[src/rtl/spi_defs.svh]
// Width and count macros shared by the SPI master RTL and testbench

`ifndef SPI_DEFS_SVH
`define SPI_DEFS_SVH

// Bits shifted per stream beat
`define SPI_DATA_WIDTH 8

// System clock divider counter
`define SPI_DIV_WIDTH 16

// Post-packet idle counter
`define SPI_WAIT_WIDTH 16

// Chip selects and the address that picks one
`define SPI_SLAVE_NUM 4
`define SPI_ADDR_WIDTH $clog2(`SPI_SLAVE_NUM)

`endif

[src/rtl/spi_cfg_pkg.sv]
// Static SPI configuration struct and SPI pin bundle

`include "spi_defs.svh"

package spi_cfg_pkg;

    // Static settings, held steady while a transfer runs
    typedef struct packed {
        logic                        cpol;
        logic                        cpha;
        // System clocks per SCLK period, even, 4 or more
        logic [`SPI_DIV_WIDTH-1:0]   divider;
        // Idle system clocks after a packet, 1 or more
        logic [`SPI_WAIT_WIDTH-1:0]  wait_time;
        logic [`SPI_ADDR_WIDTH-1:0]  addr;
    } spi_cfg_t;

    // Outgoing SPI pins, chip selects active low
    typedef struct packed {
        logic                        sclk;
        logic                        mosi;
        logic [`SPI_SLAVE_NUM-1:0]   cs_n;
    } spi_pins_t;

endpackage

[src/rtl/spi_stream_pkg.sv]
// Stream beat structs and the SCLK edge pulse struct

`include "spi_defs.svh"

package spi_stream_pkg;

    // --------------------
    // Stream payloads
    // --------------------

    // Word to send, last closes the packet
    typedef struct packed {
        logic [`SPI_DATA_WIDTH-1:0] data;
        logic                       last;
    } tx_beat_t;

    // Word captured from MISO, last copied from the sent beat
    typedef struct packed {
        logic [`SPI_DATA_WIDTH-1:0] data;
        logic                       last;
    } rx_beat_t;

    // --------------------
    // Internal pulses
    // --------------------

    // One-cycle markers of SCLK toggles within a period
    typedef struct packed {
        logic leading;
        logic trailing;
    } edge_t;

endpackage

[src/rtl/spi_master_top.sv]
// SPI master top level with stream register slices on both sides

`timescale 1ns/1ns

`include "spi_defs.svh"

module spi_master_top (
    input  logic                        clk_i,
    input  logic                        rstn_i,

    input  logic                        s_valid_i,
    input  spi_stream_pkg::tx_beat_t    s_beat_i,
    output logic                        s_ready_o,

    output logic                        m_valid_o,
    output spi_stream_pkg::rx_beat_t    m_beat_o,
    input  logic                        m_ready_i,

    input  spi_cfg_pkg::spi_cfg_t       cfg_i,
    output spi_cfg_pkg::spi_pins_t      spi_o,
    input  logic                        miso_i
);

    import spi_stream_pkg::*;

    logic                       tx_valid;
    logic                       tx_ready;
    tx_beat_t                   tx_beat;
    logic                       rx_valid;
    logic                       rx_ready;
    rx_beat_t                   rx_beat;

    logic                       start;
    logic                       done;
    logic [`SPI_DATA_WIDTH-1:0] tx_data;
    logic [`SPI_DATA_WIDTH-1:0] rx_data;
    edge_t                      edges;
    logic                       sclk;
    logic                       mosi;
    logic [`SPI_SLAVE_NUM-1:0]  cs_n;

    // --------------------
    // Stream slices
    // --------------------
    stream_reg_slice #(.payload_t(tx_beat_t)) u_tx_slice (
        .clk_i       (clk_i),
        .rstn_i      (rstn_i),
        .in_valid_i  (s_valid_i),
        .in_data_i   (s_beat_i),
        .in_ready_o  (s_ready_o),
        .out_valid_o (tx_valid),
        .out_data_o  (tx_beat),
        .out_ready_i (tx_ready)
    );

    stream_reg_slice #(.payload_t(rx_beat_t)) u_rx_slice (
        .clk_i       (clk_i),
        .rstn_i      (rstn_i),
        .in_valid_i  (rx_valid),
        .in_data_i   (rx_beat),
        .in_ready_o  (rx_ready),
        .out_valid_o (m_valid_o),
        .out_data_o  (m_beat_o),
        .out_ready_i (m_ready_i)
    );

    // --------------------
    // Transfer engine
    // --------------------
    spi_xfer_ctrl u_ctrl (
        .clk_i       (clk_i),
        .rstn_i      (rstn_i),
        .cfg_i       (cfg_i),
        .in_valid_i  (tx_valid),
        .in_beat_i   (tx_beat),
        .in_ready_o  (tx_ready),
        .start_o     (start),
        .tx_data_o   (tx_data),
        .sclk_done_i (done),
        .rx_data_i   (rx_data),
        .cs_n_o      (cs_n),
        .out_valid_o (rx_valid),
        .out_beat_o  (rx_beat),
        .out_ready_i (rx_ready)
    );

    spi_sclk_gen u_sclk_gen (
        .clk_i     (clk_i),
        .rstn_i    (rstn_i),
        .start_i   (start),
        .cpol_i    (cfg_i.cpol),
        .divider_i (cfg_i.divider),
        .sclk_o    (sclk),
        .edge_o    (edges),
        .done_o    (done)
    );

    spi_shifter u_shifter (
        .clk_i     (clk_i),
        .rstn_i    (rstn_i),
        .start_i   (start),
        .tx_data_i (tx_data),
        .cpha_i    (cfg_i.cpha),
        .edge_i    (edges),
        .miso_i    (miso_i),
        .mosi_o    (mosi),
        .rx_data_o (rx_data)
    );

    assign spi_o = '{sclk: sclk, mosi: mosi, cs_n: cs_n};

endmodule

[src/rtl/spi_sclk_gen.sv]
// SCLK divider, edge counter, SCLK register and edge pulse generation

`timescale 1ns/1ns

`include "spi_defs.svh"

module spi_sclk_gen (
    input  logic                        clk_i,
    input  logic                        rstn_i,
    input  logic                        start_i,
    input  logic                        cpol_i,
    input  logic [`SPI_DIV_WIDTH-1:0]   divider_i,
    output logic                        sclk_o,
    output spi_stream_pkg::edge_t       edge_o,
    output logic                        done_o
);

    localparam int EDGE_NUM = 2 * `SPI_DATA_WIDTH;
    localparam int EDGE_W   = $clog2(EDGE_NUM) + 1;

    logic                       busy;
    logic [`SPI_DIV_WIDTH-1:0]  clk_cnt;
    logic [EDGE_W-1:0]          edge_cnt;
    logic                       half_hit;
    logic                       full_hit;

    // Leading toggle at half period, trailing toggle at full period
    assign half_hit = (clk_cnt == (divider_i >> 1) - 1'b1);
    assign full_hit = (clk_cnt == divider_i - 1'b1);

    // --------------------
    // Divider and edges
    // --------------------
    always_ff @(posedge clk_i) begin
        if (!rstn_i) begin
            busy     <= 1'b0;
            clk_cnt  <= '0;
            edge_cnt <= '0;
            sclk_o   <= cpol_i;
            edge_o   <= '0;
        end else begin
            edge_o <= '0;
            if (start_i) begin
                busy     <= 1'b1;
                clk_cnt  <= '0;
                edge_cnt <= '0;
            end else if (busy) begin
                if (full_hit) begin
                    clk_cnt <= '0;
                end else begin
                    clk_cnt <= clk_cnt + 1'b1;
                end
                if (half_hit || full_hit) begin
                    sclk_o          <= ~sclk_o;
                    edge_cnt        <= edge_cnt + 1'b1;
                    edge_o.leading  <= half_hit;
                    edge_o.trailing <= full_hit;
                    // Final trailing toggle ends the beat
                    if (edge_cnt == EDGE_W'(EDGE_NUM - 1)) begin
                        busy <= 1'b0;
                    end
                end
            end else begin
                sclk_o <= cpol_i;
            end
        end
    end

    // --------------------
    // Done pulse
    // --------------------

    // One cycle after the final edge so the last MISO sample is stored
    always_ff @(posedge clk_i) begin
        if (!rstn_i) begin
            done_o <= 1'b0;
        end else begin
            done_o <= edge_o.trailing & (edge_cnt == EDGE_W'(EDGE_NUM));
        end
    end

endmodule

[src/rtl/spi_shifter.sv]
// MOSI transmit shift register and MISO receive shift register

`timescale 1ns/1ns

`include "spi_defs.svh"

module spi_shifter (
    input  logic                        clk_i,
    input  logic                        rstn_i,
    input  logic                        start_i,
    input  logic [`SPI_DATA_WIDTH-1:0]  tx_data_i,
    input  logic                        cpha_i,
    input  spi_stream_pkg::edge_t       edge_i,
    input  logic                        miso_i,
    output logic                        mosi_o,
    output logic [`SPI_DATA_WIDTH-1:0]  rx_data_o
);

    localparam int DW = `SPI_DATA_WIDTH;

    logic [DW-1:0] tx_sreg;
    logic [DW-1:0] rx_sreg;
    logic          shift_edge;
    logic          sample_edge;

    // cpha 0 drives on trailing and samples on leading, cpha 1 the reverse
    assign shift_edge  = cpha_i ? edge_i.leading : edge_i.trailing;
    assign sample_edge = cpha_i ? edge_i.trailing : edge_i.leading;

    // --------------------
    // Transmit, MSB first
    // --------------------
    always_ff @(posedge clk_i) begin
        if (!rstn_i) begin
            mosi_o <= 1'b0;
        end else if (start_i) begin
            // cpha 0 needs the MSB on the line before the first edge
            if (!cpha_i) begin
                mosi_o <= tx_data_i[DW-1];
            end
        end else if (shift_edge) begin
            mosi_o <= tx_sreg[DW-1];
        end
    end

    always_ff @(posedge clk_i) begin
        if (start_i) begin
            if (cpha_i) begin
                tx_sreg <= tx_data_i;
            end else begin
                tx_sreg <= {tx_data_i[DW-2:0], 1'b0};
            end
        end else if (shift_edge) begin
            tx_sreg <= {tx_sreg[DW-2:0], 1'b0};
        end
    end

    // --------------------
    // Receive
    // --------------------
    always_ff @(posedge clk_i) begin
        if (sample_edge) begin
            rx_sreg <= {rx_sreg[DW-2:0], miso_i};
        end
    end

    assign rx_data_o = rx_sreg;

endmodule

[src/rtl/spi_xfer_ctrl.sv]
// Transfer FSM, post-packet wait counter, chip-select decode, receive beat

`timescale 1ns/1ns

`include "spi_defs.svh"

module spi_xfer_ctrl (
    input  logic                        clk_i,
    input  logic                        rstn_i,
    input  spi_cfg_pkg::spi_cfg_t       cfg_i,

    input  logic                        in_valid_i,
    input  spi_stream_pkg::tx_beat_t    in_beat_i,
    output logic                        in_ready_o,

    output logic                        start_o,
    output logic [`SPI_DATA_WIDTH-1:0]  tx_data_o,
    input  logic                        sclk_done_i,
    input  logic [`SPI_DATA_WIDTH-1:0]  rx_data_i,
    output logic [`SPI_SLAVE_NUM-1:0]   cs_n_o,

    output logic                        out_valid_o,
    output spi_stream_pkg::rx_beat_t    out_beat_o,
    input  logic                        out_ready_i
);

    typedef enum logic [1:0] {
        IDLE = 2'b00,
        DATA = 2'b01,
        WAIT = 2'b10
    } state_e;

    state_e                     state;
    logic                       cs_active;
    logic                       last_q;
    logic [`SPI_WAIT_WIDTH-1:0] wait_cnt;
    logic                       wait_done;
    logic                       accept;

    // Only take a beat when its result has somewhere to go
    assign in_ready_o = (state == IDLE) & ~out_valid_o & out_ready_i;
    assign accept     = in_valid_i & in_ready_o;
    assign wait_done  = (wait_cnt == cfg_i.wait_time - 1'b1);

    // --------------------
    // State machine
    // --------------------
    always_ff @(posedge clk_i) begin
        if (!rstn_i) begin
            state     <= IDLE;
            cs_active <= 1'b0;
            last_q    <= 1'b0;
            start_o   <= 1'b0;
            wait_cnt  <= '0;
        end else begin
            start_o <= accept;
            case (state)
                IDLE: begin
                    if (accept) begin
                        state     <= DATA;
                        cs_active <= 1'b1;
                        last_q    <= in_beat_i.last;
                    end
                end
                DATA: begin
                    if (sclk_done_i) begin
                        if (last_q) begin
                            state     <= WAIT;
                            cs_active <= 1'b0;
                            wait_cnt  <= '0;
                        end else begin
                            state <= IDLE;
                        end
                    end
                end
                WAIT: begin
                    wait_cnt <= wait_cnt + 1'b1;
                    if (wait_done) begin
                        state <= IDLE;
                    end
                end
                default: state <= IDLE;
            endcase
        end
    end

    always_ff @(posedge clk_i) begin
        if (accept) begin
            tx_data_o <= in_beat_i.data;
        end
    end

    // Chip select, one low bit at most
    always_comb begin
        for (int i = 0; i < `SPI_SLAVE_NUM; i++) begin
            cs_n_o[i] = ~(cs_active && (cfg_i.addr == `SPI_ADDR_WIDTH'(i)));
        end
    end

    // --------------------
    // Receive beat
    // --------------------
    always_ff @(posedge clk_i) begin
        if (!rstn_i) begin
            out_valid_o <= 1'b0;
        end else if (sclk_done_i) begin
            out_valid_o <= 1'b1;
        end else if (out_ready_i) begin
            out_valid_o <= 1'b0;
        end
    end

    always_ff @(posedge clk_i) begin
        if (sclk_done_i) begin
            out_beat_o.data <= rx_data_i;
            out_beat_o.last <= last_q;
        end
    end

endmodule

[src/rtl/stream_reg_slice.sv]
// Single-entry valid/ready register slice with a type-parameter payload

`timescale 1ns/1ns

module stream_reg_slice #(
    parameter type payload_t = logic
) (
    input  logic     clk_i,
    input  logic     rstn_i,

    input  logic     in_valid_i,
    input  payload_t in_data_i,
    output logic     in_ready_o,

    output logic     out_valid_o,
    output payload_t out_data_o,
    input  logic     out_ready_i
);

    logic in_fire;

    // Room when empty or when the held entry leaves this cycle
    assign in_ready_o = ~out_valid_o | out_ready_i;
    assign in_fire    = in_valid_i & in_ready_o;

    always_ff @(posedge clk_i) begin
        if (!rstn_i) begin
            out_valid_o <= 1'b0;
        end else if (in_fire) begin
            out_valid_o <= 1'b1;
        end else if (out_ready_i) begin
            out_valid_o <= 1'b0;
        end
    end

    always_ff @(posedge clk_i) begin
        if (in_fire) begin
            out_data_o <= in_data_i;
        end
    end

endmodule

[config.mk]
export PLATFORM = sky130hd
export DESIGN_NAME = spi_master_top
export DESIGN_NICKNAME = d
export VERILOG_FILES = /design/src/rtl/spi_cfg_pkg.sv /design/src/rtl/spi_stream_pkg.sv /design/src/rtl/spi_master_top.sv /design/src/rtl/spi_sclk_gen.sv /design/src/rtl/spi_shifter.sv /design/src/rtl/spi_xfer_ctrl.sv /design/src/rtl/stream_reg_slice.sv
export VERILOG_INCLUDE_DIRS = /design/src /design/src/rtl
export SDC_FILE = /design/constraint.sdc
export NUM_CORES = 1
export LEC_CHECK = 0
export ABC_AREA = 0
export BUFFER_PORTS_ARGS = -buffer_cell sky130_fd_sc_hd__buf_4
export CAP_MARGIN = 20
export CORE_AREA = 5 5 107 109
export DETAILED_ROUTE_END_ITERATION = 10
export DIE_AREA = 0 0 112 114
export HOLD_SLACK_MARGIN = 0.1
export PLACE_DENSITY = 0.73
export SYNTH_ARGS = -nofsm -noshare
export SYNTH_HDL_FRONTEND = slang
export SYNTH_SLANG_ARGS = --single-unit
export TNS_END_PERCENT = 50
[constraint.sdc]
create_clock -name clk_i -period 7.35 [get_ports clk_i]
set_input_delay 2.205 -clock clk_i [delete_from_list [all_inputs] [get_ports clk_i]]
set_output_delay 2.205 -clock clk_i [all_outputs]
set_load 0.05 [all_outputs]
==> results.md, run 1 <==
- Status: completed
- Startpoint type of the worst setup path: input pin
- Post-CTS Resized: 0
- Async SR Flop Fraction: 0%
- Most used cell, CP: buf_4
- Hold Vio Cnt, Final: 0
- CP Cell Sequence: buf_4 > or3b_2 > buf_4
- IO Port Bufs: 66
- Crit path max fanout: 4
- Setup crit start: cfg_i[1]
- GRT overflow: 0
- Main synth FF type: edfxtp_1
- Die area: 12,800 µm²
- Worst rel slew slack: 35.4%
- Clk pin slew, worst setup/hold paths: 0.10 ns
- Crit Path Category: input pin to output pin
- WHS Path Cells: 0
- Post-synth EDFFs: 52
- Final hold slack: around 0.43 ns
- # setup viols final: 0
- Seq/Total Area, Yosys: 45.8%
- Worst path max stage delay: 0.45 ns
- CTS tree: built
- Hold-fix buffers at CTS: 0
- Top cells by area, synth: edfxtp_1 (28%), dfxtp_1 (18%), xnor2_1 (7.0%)
- Crit path capture type: output pin
- Final WL: 11,600 µm
- Maximum clock rate: 0.193 GHz
- Placed Area: 6120 µm²
- Total number of vias: 4,358
- Worst Path Buf+Inv: 2
- R2r setup slk: 4.51 ns
- VDD IR max: 0.122 mV
- Setup TNS: 0 ns
- Largest net degree at the start of global routing: 24
- Reg2Reg Depth: 7
- Number of setup buffers added after CTS: 0
- Pwr per Cell Area: 189 nW/µm²
- Chip height: 114 µm
- Filler cells: 880
- Max Cap Violations: 0
- Leakage power: 0.00230 µW
- Post-synth top area share: 27.9%
- CTS sink cnt: 102
- H-Tree Depth: 3
- Worst path slowest cell: or3b_2
- Design area: 6350 µm²
- Post-synth top area cell: edfxtp_1
- Reg-to-Reg Start: u_sclk_gen.done_o
- Worst-Skew Late Latency: 0.37 ns
- GP Congestion: 0.907
- Pre-antenna DRT Iters: 5
- Initial Util: 53.3%
- Crit path DAT: 2.98 ns
- Min cycle time layout: 5.18 ns
- Layout cells sized above 1: 15.5%
- Synthesized area per cell: between 9 and 10 µm²
- Pins over their slew limit: 0
- Hold Startpoint: u_shifter.rx_data_o[7]
- Instance count on the critical path: 3
- HPWL after DPL: 8760 µm
- DRC violations left: 0
- Tot GR Track Use: 18.3%
- Fin crit share: between 70% and 80%
- Longest Clk Path Bufs: 2
- Slew @ Worst Pin: 0.963 ns
- Post-DRT Antenna Nets: 0
- Initial antenna violation count: 0
- Die Span X: 112 µm
- Cells after Synth: 583
- Vias in the first global route: 4,119
- Syn_nets: 644
- Top delay family on crit path: simple AND/OR/NAND/NOR gates
- Global-route wire length before repair: slightly below 20,000 µm
- Antenna Cells: 0
- Warnings, synthesis: 0
- Placeable Area: 10,500 µm²
- Final net count: 690
- Critical Path RT: 5.14 ns
- CTS Buf Count: 9
- Synth Cell Area: 5600 µm²
- Yosys reg bits: approximately 100
- CTS Root Cell: clkbuf_8
- Post-Route Skew: approximately 0.0092 ns
- Avg WL per Cell: 15.0 µm
- Rows: 38
- Area growth, synth to finish: 13.3%
- Yosys cell types: 64
- DR iter-0 viols: 213
- Worst hold path class: flip-flop to flip-flop
- Num ports: 67
- RSZ-0062 raised after global routing: no
- Drt via density: 5.63
==> registers in the layout, summed over array words and instances (netlist names), 2 cells and up <==
| name | cells |
|---|---|
| u_shifter.tx_sreg | 8 |
| u_ctrl.out_beat_o | 9 |
| u_ctrl.tx_data_o | 8 |
| u_rx_slice.out_data_o | 9 |
| u_shifter.rx_data_o | 8 |
| u_ctrl.state | 2 |
| u_sclk_gen.edge_cnt | 5 |
| u_ctrl.wait_cnt | 16 |
| u_tx_slice.out_data_o | 9 |
| u_sclk_gen.edge_o | 2 |
| u_sclk_gen.clk_cnt | 16 |
==> placed cells by master (no fill, tap or decap), drive strengths merged, types with 6 or more instances in the layout <==
master and count:
a21oi 27, and3 12, buf 67, clkbuf 9, clkinv 7, dfxtp 50, edfxtp 52, ha 11
inv 22, mux2i 12, nand2 38, nand2b 6, nand3 20, nand4 11, nor2 67, nor2b 7
nor3 14, nor4 16, o21ai 17, or3 8, or4 6, xnor2 45, xor2 41
==> report_power, final <==
group          leakage (µW)  internal [µW]  switching [µW]
logic               0.00131           82.0             117
clock network      0.000105            137             217
registers          0.000884            623            21.6
total               0.00230            842             356
==> path summary, 6_finish.rpt <==
check                         end
max reg2reg   u_ctrl.wait_cnt[13]
min reg2reg  u_ctrl.out_beat_o[8]
max                      spi_o[0]
min          u_ctrl.out_beat_o[8]
==> worst register-to-register path, cell delays in order (launching register included) <==
cell      delay [ns]
dfxtp_1         0.72
nand2_1         0.15
a21boi_1        0.61
nand4_1         0.31
nor2_1          0.51
nand3_1         0.18
xor2_1          0.19
nor2_1          0.06
==> final cells by class <==
cell class              instances  area (µm²)  share of cell area, %
multi-input cells             427        2810                   44.2
flip-flops and latches        102        2560                   40.4
repair buffers                 67         503                   7.93
well taps                     140         175                   2.76
clock buffers                   9         124                   1.95
clock inverters                 7        91.3                   1.44
inverters                      22        82.6                   1.30
==> per-layer routing <==
layer | vias to the layer above | share of wire [%] | track usage (%)
li1 | 2162 | - | -
met5 | - | 0 | 0
met2 | 119 | 48 | 30.5
met3 | 19 | 5.7 | 3.71
met4 | 0 | 1.7 | 5.69
met1 | 2058 | 44 | 24.3
==> per-stage QoR <==
step	total power, µW	instances	util, %	setup WS [ns]
floorplan	791	583	-	2.31
global placement	847	757	58.3	1.98
detailed placement	854	757	58.3	1.83
CTS	1210	773	60.3	2.17
global route	1260	774	60.4	1.89
finish	1200	774	60.4	2.17
==> synth_stat cells, types with 3 or more instances <==
cell type and instances:
or4_1 5, a211o_1 3, nor3_1 14, inv_1 21, dfxtp_1 50, and2_1 3, buf_1 4, clkbuf_1 20
edfxtp_1 52, a21o_1 3, a211oi_1 3, mux2i_1 12, xor2_1 41, and4_1 3, and3_1 12, nor4b_1 3
buf_2 4, or3_1 7, o21ai_1 3, xnor2_1 45, nor2_1 67, nand3b_1 5, nand4_1 11, nand4b_1 4
nor2b_1 7, nand3_1 20, nand2b_1 6, ha_1 11, a31oi_1 5, o21ai_0 14, nand2_1 38, or2_2 3
o31ai_1 3, nor4_1 14, a21oi_1 27, nor3b_1 3
==> cell families after synthesis <==
family	synth area share, %
adder cells (fa/ha/maj)	2.46
AO/OA/AOI/OAI	9.38
multiplexers	2.55
XOR/XNOR	13.4
AND/OR/NAND/NOR	22.3
buffers and inverters	4.11
flip-flops	45.8
Note: power is estimated with default switching activity, not from simulation.
==> run 2: changes to the inputs <==
==> constraint.sdc (replaced) <==
create_clock -name clk_i -period 5.1 [get_ports clk_i]
set_input_delay 1.53 -clock clk_i [delete_from_list [all_inputs] [get_ports clk_i]]
set_output_delay 1.53 -clock clk_i [all_outputs]
set_load 0.05 [all_outputs]
==> run 2 against run 1 <==
Compared with the run above:
- clock skew is 0.0063 ns higher
- sequential power is 44% higher
- power is 41% higher
- first-iteration DRC count is 8.0% higher
- worst setup slack worse by 1.3 ns
- sequential cell count stayed put
- wire length is 2.0% lower
- worst hold slack worse by 0.015 ns
- non-clock buffer count is 2 higher
- largest cell class unchanged
- largest power group unchanged
- highest routed layer unchanged
==> results.md, run 2 (synthesis gave the netlist of run 1 again) <==
- Status: completed
- Placed Cells: 759 (+0.26%)
- Post-CTS Resized: 0 (unchanged)
- Design area: 6330 µm² (-0.24%)
- Pwr per Cell Area: 267 nW/µm² (+42%)
- Post-Route Skew: 0.0155 ns (+0.00635 ns)
- Max Cap Violations: 0 (unchanged)
- Drt via density: 5.48 (-2.7%)
- Finished Layout Cells: 776 (+0.26%)
- Post-DRT Antenna Nets: 0 (unchanged)
- Final net count: 692 (+0.29%)
- Area growth, synth to finish: 13.0%
- Total power: 1690 µW (+41%)
- Instance count on the critical path: 9 (+6)
- VDD IR max: 0.159 mV (+30%)
- Cell-internal power: 1210 µW (+43%)
- Min cycle time layout: approximately 4.2 ns
- Largest net degree at the start of global routing: 24 (unchanged)
- Crit path capture type: flip-flop
- GRT overflow: 0 (unchanged)
- Hold-fix buffers at CTS: 0 (unchanged)
- Placed Area: 6140 µm² (+0.25%)
- DRC violations left: 0 (unchanged)
- Layout cells sized above 1: 15.6% (+0.11 points)
- Largest regs: u_ctrl.wait_cnt: 16 flops, u_sclk_gen.clk_cnt: 16 flops
- Commonest cells after routing, fill and taps aside: buf_4 (69), nor2_1 (67), edfxtp_1 (52)
- Die area: 12,800 µm² (unchanged)
- RSZ-0062 raised after global routing: no
- Vias in the first global route: 4,124 (+0.12%)
- Startpoint type of the worst setup path: input pin
- Num ports: 67 (unchanged)
- CTS Root Cell: clkbuf_8
- Chip height: 114 µm (unchanged)
- Crit path DAT: 4.49 ns (+1.51 ns)
- DR iter-0 viols: 230 (+8.0%)
- IO Port Bufs: 66 (unchanged)
- Rows: 38 (unchanged)
- Initial antenna violation count: 0 (unchanged)
- H-Tree Depth: 3 (unchanged)
- Reg2Reg Depth: 7 (unchanged)
- Top delay family on crit path: simple AND/OR/NAND/NOR gates
- Post-layout util: 60.3% (-0.14 points)
- Pins over their slew limit: 0 (unchanged)
- Global-route wire length before repair: 19,400 µm (-0.64%)
- Total number of vias: 4,252 (-2.4%)
- Fin crit share: 82.2%
- Crit Path Category: input pin to flip-flop
- Crit path max fanout: 13 (+9)
- Setup crit start: cfg_i[21]
- Slew @ Worst Pin: 0.797 ns (-0.166 ns)
- Leakage power: 0.00230 µW (about the same)
- Avg WL per Cell: 14.6 µm (-2.2%)
- CTS tree: built
- Worst path max stage delay: 0.64 ns (+0.19 ns)
- Clk pin slew, worst setup/hold paths: 0.10 ns (about the same)
- Sw Pwr: 487 µW (+37%)
- Tot GR Track Use: 18.2% (-0.092 points)
- Worst-Skew Late Latency: 0.36 ns (about the same)
- Number of setup buffers added after CTS: 0 (unchanged)
- Worst Path Buf+Inv: 1 (-1)
- Commonest non-fill, non-tap cell in the layout: buf_4
- CTS sink cnt: 102 (unchanged)
- Final WL: 11,400 µm (-2.0%)
- CTS Buf Count: 9 (unchanged)
- Switching Share: 28.7% (-0.97 points)
- Setup TNS: 0 ns (unchanged)
- Clock power share: 28.1% (-1.4 points)
- Worst hold path class: flip-flop to flip-flop
- CP Cell Sequence: buf_4 > or4_1 > or3_1 > nor4_1 > o22ai_1 > nor4_1 > a21boi_1 > or4_1 > a21oi_1
- Maximum clock rate: between 0.2 and 0.25 GHz
- Placeable Area: 10,500 µm² (unchanged)
- Hold Startpoint: u_ctrl.out_beat_o[6]
- Die Span X: 112 µm (unchanged)
- Worst path slowest cell: or4_1
- Initial Util: 53.3% (unchanged)
- Longest Clk Path Bufs: 2 (unchanged)
- Reg-to-Reg Start: u_sclk_gen.done_o
- Worst rel slew slack: 46.9% (+12 points)
- Hold Vio Cnt, Final: 0 (unchanged)
- Antenna Cells: 0 (unchanged)
- WHS Path Cells: 0 (unchanged)
- # setup viols final: 0 (unchanged)
- HPWL after DPL: 8770 µm (about the same)
- Critical Path RT: 5.39 ns (+0.25 ns)
- GP Congestion: 0.867 (-4.4%)
- Reg power frac: 55.0% (+1.2 points)
- Combinational share of power: 16.9% (+0.3 points)
- Pre-antenna DRT Iters: 4 (-1)
run 2: final cells by class:
type	count	area [µm²]
clock buffer	9	124
clock inverter	7	61.3
fill	886	4180
inverter	22	82.6
multi-input combinational	427	2810
sequential	102	2560
tap	140	175
timing repair buffer	69	518
run 2: final timing paths:
kind / endpoint / slack, ns
max: u_sclk_gen.edge_cnt[3] / 0.91
min: u_rx_slice.out_data_o[6] / 0.41
max reg2reg: u_ctrl.wait_cnt[11] / 2.39
min reg2reg: u_rx_slice.out_data_o[6] / 0.41
run 2: power by group through the flow:
stage	clock [µW]	sequential, µW	combinational, µW
after floorplan	0	933	207
after global placement	0	947	275
after detailed placement	0	949	284
after CTS	492	930	285
after global routing	527	936	318
final	475	931	287
run 2: stage by stage:
stage / setup slack, ns / hold slack [ns]
after CTS: 0.957 / 0.418
after floorplan: 0.987 / 0.400
after global placement: 0.775 / 0.401
final: 0.907 / 0.414
after detailed placement: 0.586 / 0.405
after global routing: 0.738 / 0.434
run 2: routing by layer:
metal	GRT usage (%)	wire length [µm]
met3	3.34	478
met5	0	0
met1	24.1	5150
met2	31.3	5620
met4	4.49	117
==> run 3: changes to the inputs <==
==> constraint.sdc (replaced) <==
create_clock -name clk_i -period 4.3 [get_ports clk_i]
set_input_delay 1.29 -clock clk_i [delete_from_list [all_inputs] [get_ports clk_i]]
set_output_delay 1.29 -clock clk_i [all_outputs]
set_load 0.05 [all_outputs]
==> run 3 against run 2 <==
Compared with the run above:
- sequential power increased by 18%
- power increased by 19%
- non-clock buffer count increased by 4
- worst hold slack improved by 0.013 ns
- via count increased by 2.3%
- count of clock-buffer cells in the layout unchanged
- sequential cell count unchanged
- global-route usage decreased by 0.14 points
- worst setup slack got worse by 0.47 ns
- core utilization increased by 0.33 points
- combinational power increased by 20%
- clock power increased by 21%
- largest power group unchanged
- highest routed layer unchanged
==> results.md, run 3 (synthesis gave the netlist of run 1 again) <==
- Vias in the first global route: 4,192 (+1.6%)
- Initial Util: 53.3% (unchanged)
- Filler cells: 900 (+1.6%)
- Final hold slack: 0.426 ns (+0.0126 ns)
- Sw Pwr: 587 µW (+21%)
- CP Cell Sequence: buf_4 > or4_1 > or3_1 > nor4_1 > o22ai_1 > nor4_1 > a21boi_1 > buf_4 > or3_1 > a21oi_1
- Critical Path RT: 4.60 ns (-0.79 ns)
- CTS Buf Count: 9 (unchanged)
- Worst hold path class: flip-flop to flip-flop
- Antenna Cells: 0 (unchanged)
- GR peak layer: met2
- Pwr per Cell Area: 317 nW/µm² (+19%)
- Tot GR Track Use: 18.1% (-0.14 points)
- Slew @ Worst Pin: 0.811 ns (+0.0141 ns)
- Post-Route Skew: 0.0105 ns (-0.00500 ns)
- Crit path DAT: 4.17 ns (-0.32 ns)
- Design area: 6370 µm² (+0.55%)
- Crit path max fanout: 13 (unchanged)
- Largest regs: u_ctrl.wait_cnt: 16 flops, u_sclk_gen.clk_cnt: 16 flops
- Die area: 12,800 µm² (unchanged)
- HPWL after DPL: 8900 µm (+1.6%)
- Worst path slowest cell: or4_1
- VDD IR max: 0.183 mV (+15%)
- Grt met1 use: 22.6% (-1.4 points)
- Post-Place Worst Slack: 0.0689 ns (-0.517 ns)
- DRC violations left: 0 (unchanged)
- Clk pin slew, worst setup/hold paths: 0.10 ns (about the same)
- Largest net degree at the start of global routing: 24 (unchanged)
- Worst rel slew slack: 46.0% (-0.94 points)
- Global-route wire length before repair: 19,000 µm (-1.8%)
- Global routing met3 resource utilization: 3.61% (+0.27 points)
- Finished Layout Cells: 780 (+0.52%)
- H-Tree Depth: 3 (unchanged)
- Hold Vio Cnt, Final: 0 (unchanged)
- Leakage power: 0.00232 µW (+0.89%)
- Pre-antenna DRT Iters: 5 (+1)
- CTS tree: built
- Layout cells sized above 1: 16.1% (+0.53 points)
- Clock power share: 28.4% (+0.3 points)
- Crit path capture type: flip-flop
- Max Cap Violations: 0 (unchanged)
- Cell-internal power: 1430 µW (+19%)
- Die Span X: 112 µm (unchanged)
- Post-CTS Resized: 0 (unchanged)
- RSZ-0062 raised after global routing: no
- Worst path max stage delay: 0.64 ns (about the same)
- DR iter-0 viols: 272 (+18%)
- Placed Cells: 763 (+0.53%)
- GP Congestion: 0.903 (+4.2%)
- Chip height: 114 µm (unchanged)
- Initial antenna violation count: 0 (unchanged)
- Crit Path Category: input pin to flip-flop
- Final WL: 11,600 µm (+2.0%)
- Switching Share: 29.1% (+0.36 points)
- Fin crit share: 89.8%
- Status: completed
- Post-DRT Antenna Nets: 0 (unchanged)
- Startpoint type of the worst setup path: input pin
- Hold-fix buffers at CTS: 0 (unchanged)
- Final worst setup slack: 0.440 ns (-0.467 ns)
- Min cycle time layout: ~3.9 ns
- Commonest cells after routing, fill and taps aside: buf_4 (73), nor2_1 (67), edfxtp_1 (52)
- Reg power frac: 54.6% (-0.4 points)
- Drt via density: 5.58 (+1.8%)
- CTS sink cnt: 102 (unchanged)
- Placed Area: 6170 µm² (+0.49%)
- # setup viols final: 0 (unchanged)
- Avg WL per Cell: 14.9 µm (+1.5%)
- Placeable Area: 10,500 µm² (unchanged)
- GRT overflow: 0 (unchanged)
- Pins over their slew limit: 0 (unchanged)
- Commonest non-fill, non-tap cell in the layout: buf_4
- Longest Clk Path Bufs: 2 (unchanged)
- Number of setup buffers added after CTS: 0 (unchanged)
- IO Port Bufs: 66 (unchanged)
- Maximum clock rate: 0.259 GHz
- Area growth, synth to finish: 13.7%
- Total number of vias: 4,349 (+2.3%)
- Worst-Skew Late Latency: 0.37 ns (about the same)
- CTS Root Cell: clkbuf_8
- Num ports: 67 (unchanged)
- Combinational share of power: 17.0% (about the same)
- Final net count: 696 (+0.58%)
- Setup TNS: 0 ns (unchanged)
- Rows: 38 (unchanged)
- M2 GR Usage: 31.2% (-0.040 points)
run 3: cell count changes in the layout (fill, tap and decap cells not counted):
cell	change
clkinv_4	+1
buf_4	+4
clkinv_8	+1
inv_6	-1
inv_8	-1
run 3: path summary, 6_finish.rpt:
| check | slack (ns) | cells after the start | startpoint | end |
|---|---|---|---|---|
| setup / recovery | 0.44 | 10 | cfg_i[21] | u_sclk_gen.edge_cnt[0] |
| hold / removal | 0.43 | 0 | u_ctrl.out_beat_o[7] | u_rx_slice.out_data_o[7] |
| hold reg to reg | 0.43 | 0 | u_ctrl.out_beat_o[7] | u_rx_slice.out_data_o[7] |
| setup reg to reg | 1.56 | 7 | u_sclk_gen.done_o | u_ctrl.wait_cnt[13] |
run 3: layer usage:
metal  part of all wire, %  vias to the layer above  wire (µm)
met4                   2.2                        0        250
met5                     0                        -          0
met2                    49                      108       5640
met3                   4.6                       22        538
li1                      -                     2171          -
met1                    45                     2048       5160
run 3: area by class of cell:
class | count | area [µm²] | share of cell area [%]
Inverter | 22 | 82.6 | 1.30
Multi-Input combinational cell | 427 | 2810 | 44.1
Sequential cell | 102 | 2560 | 40.3
Timing Repair Buffer | 73 | 548 | 8.61
Clock inverter | 7 | 66.3 | 1.04
Clock buffer | 9 | 124 | 1.95
Tap cell | 140 | 175 | 2.75
run 3: per-stage QoR:
| stage | utilization (%) | power, µW |
|---|---|---|
| 2_1_floorplan | - | 1350 |
| 3_3_place_gp | 58.7 | 1450 |
| 3_5_place_dp | 58.7 | 1460 |
| 4_1_cts | 60.5 | 2030 |
| 5_1_grt | 60.6 | 2120 |
| 6_report | 60.6 | 2020 |
run 3: power by group through the flow:
stage / sequential [µW] / combinational, µW / clock, µW
5_1_grt: 1110 / 379 / 636
6_report: 1100 / 344 / 573
3_5_place_dp: 1120 / 338 / 0
3_3_place_gp: 1120 / 327 / 0
2_1_floorplan: 1110 / 245 / 0
4_1_cts: 1100 / 340 / 588
run 3: critical path, delay by kind of cell:
family	cells	cell delay, ns
simple gates	5	2.00
buf+inv	2	0.35
compound gates	3	0.50
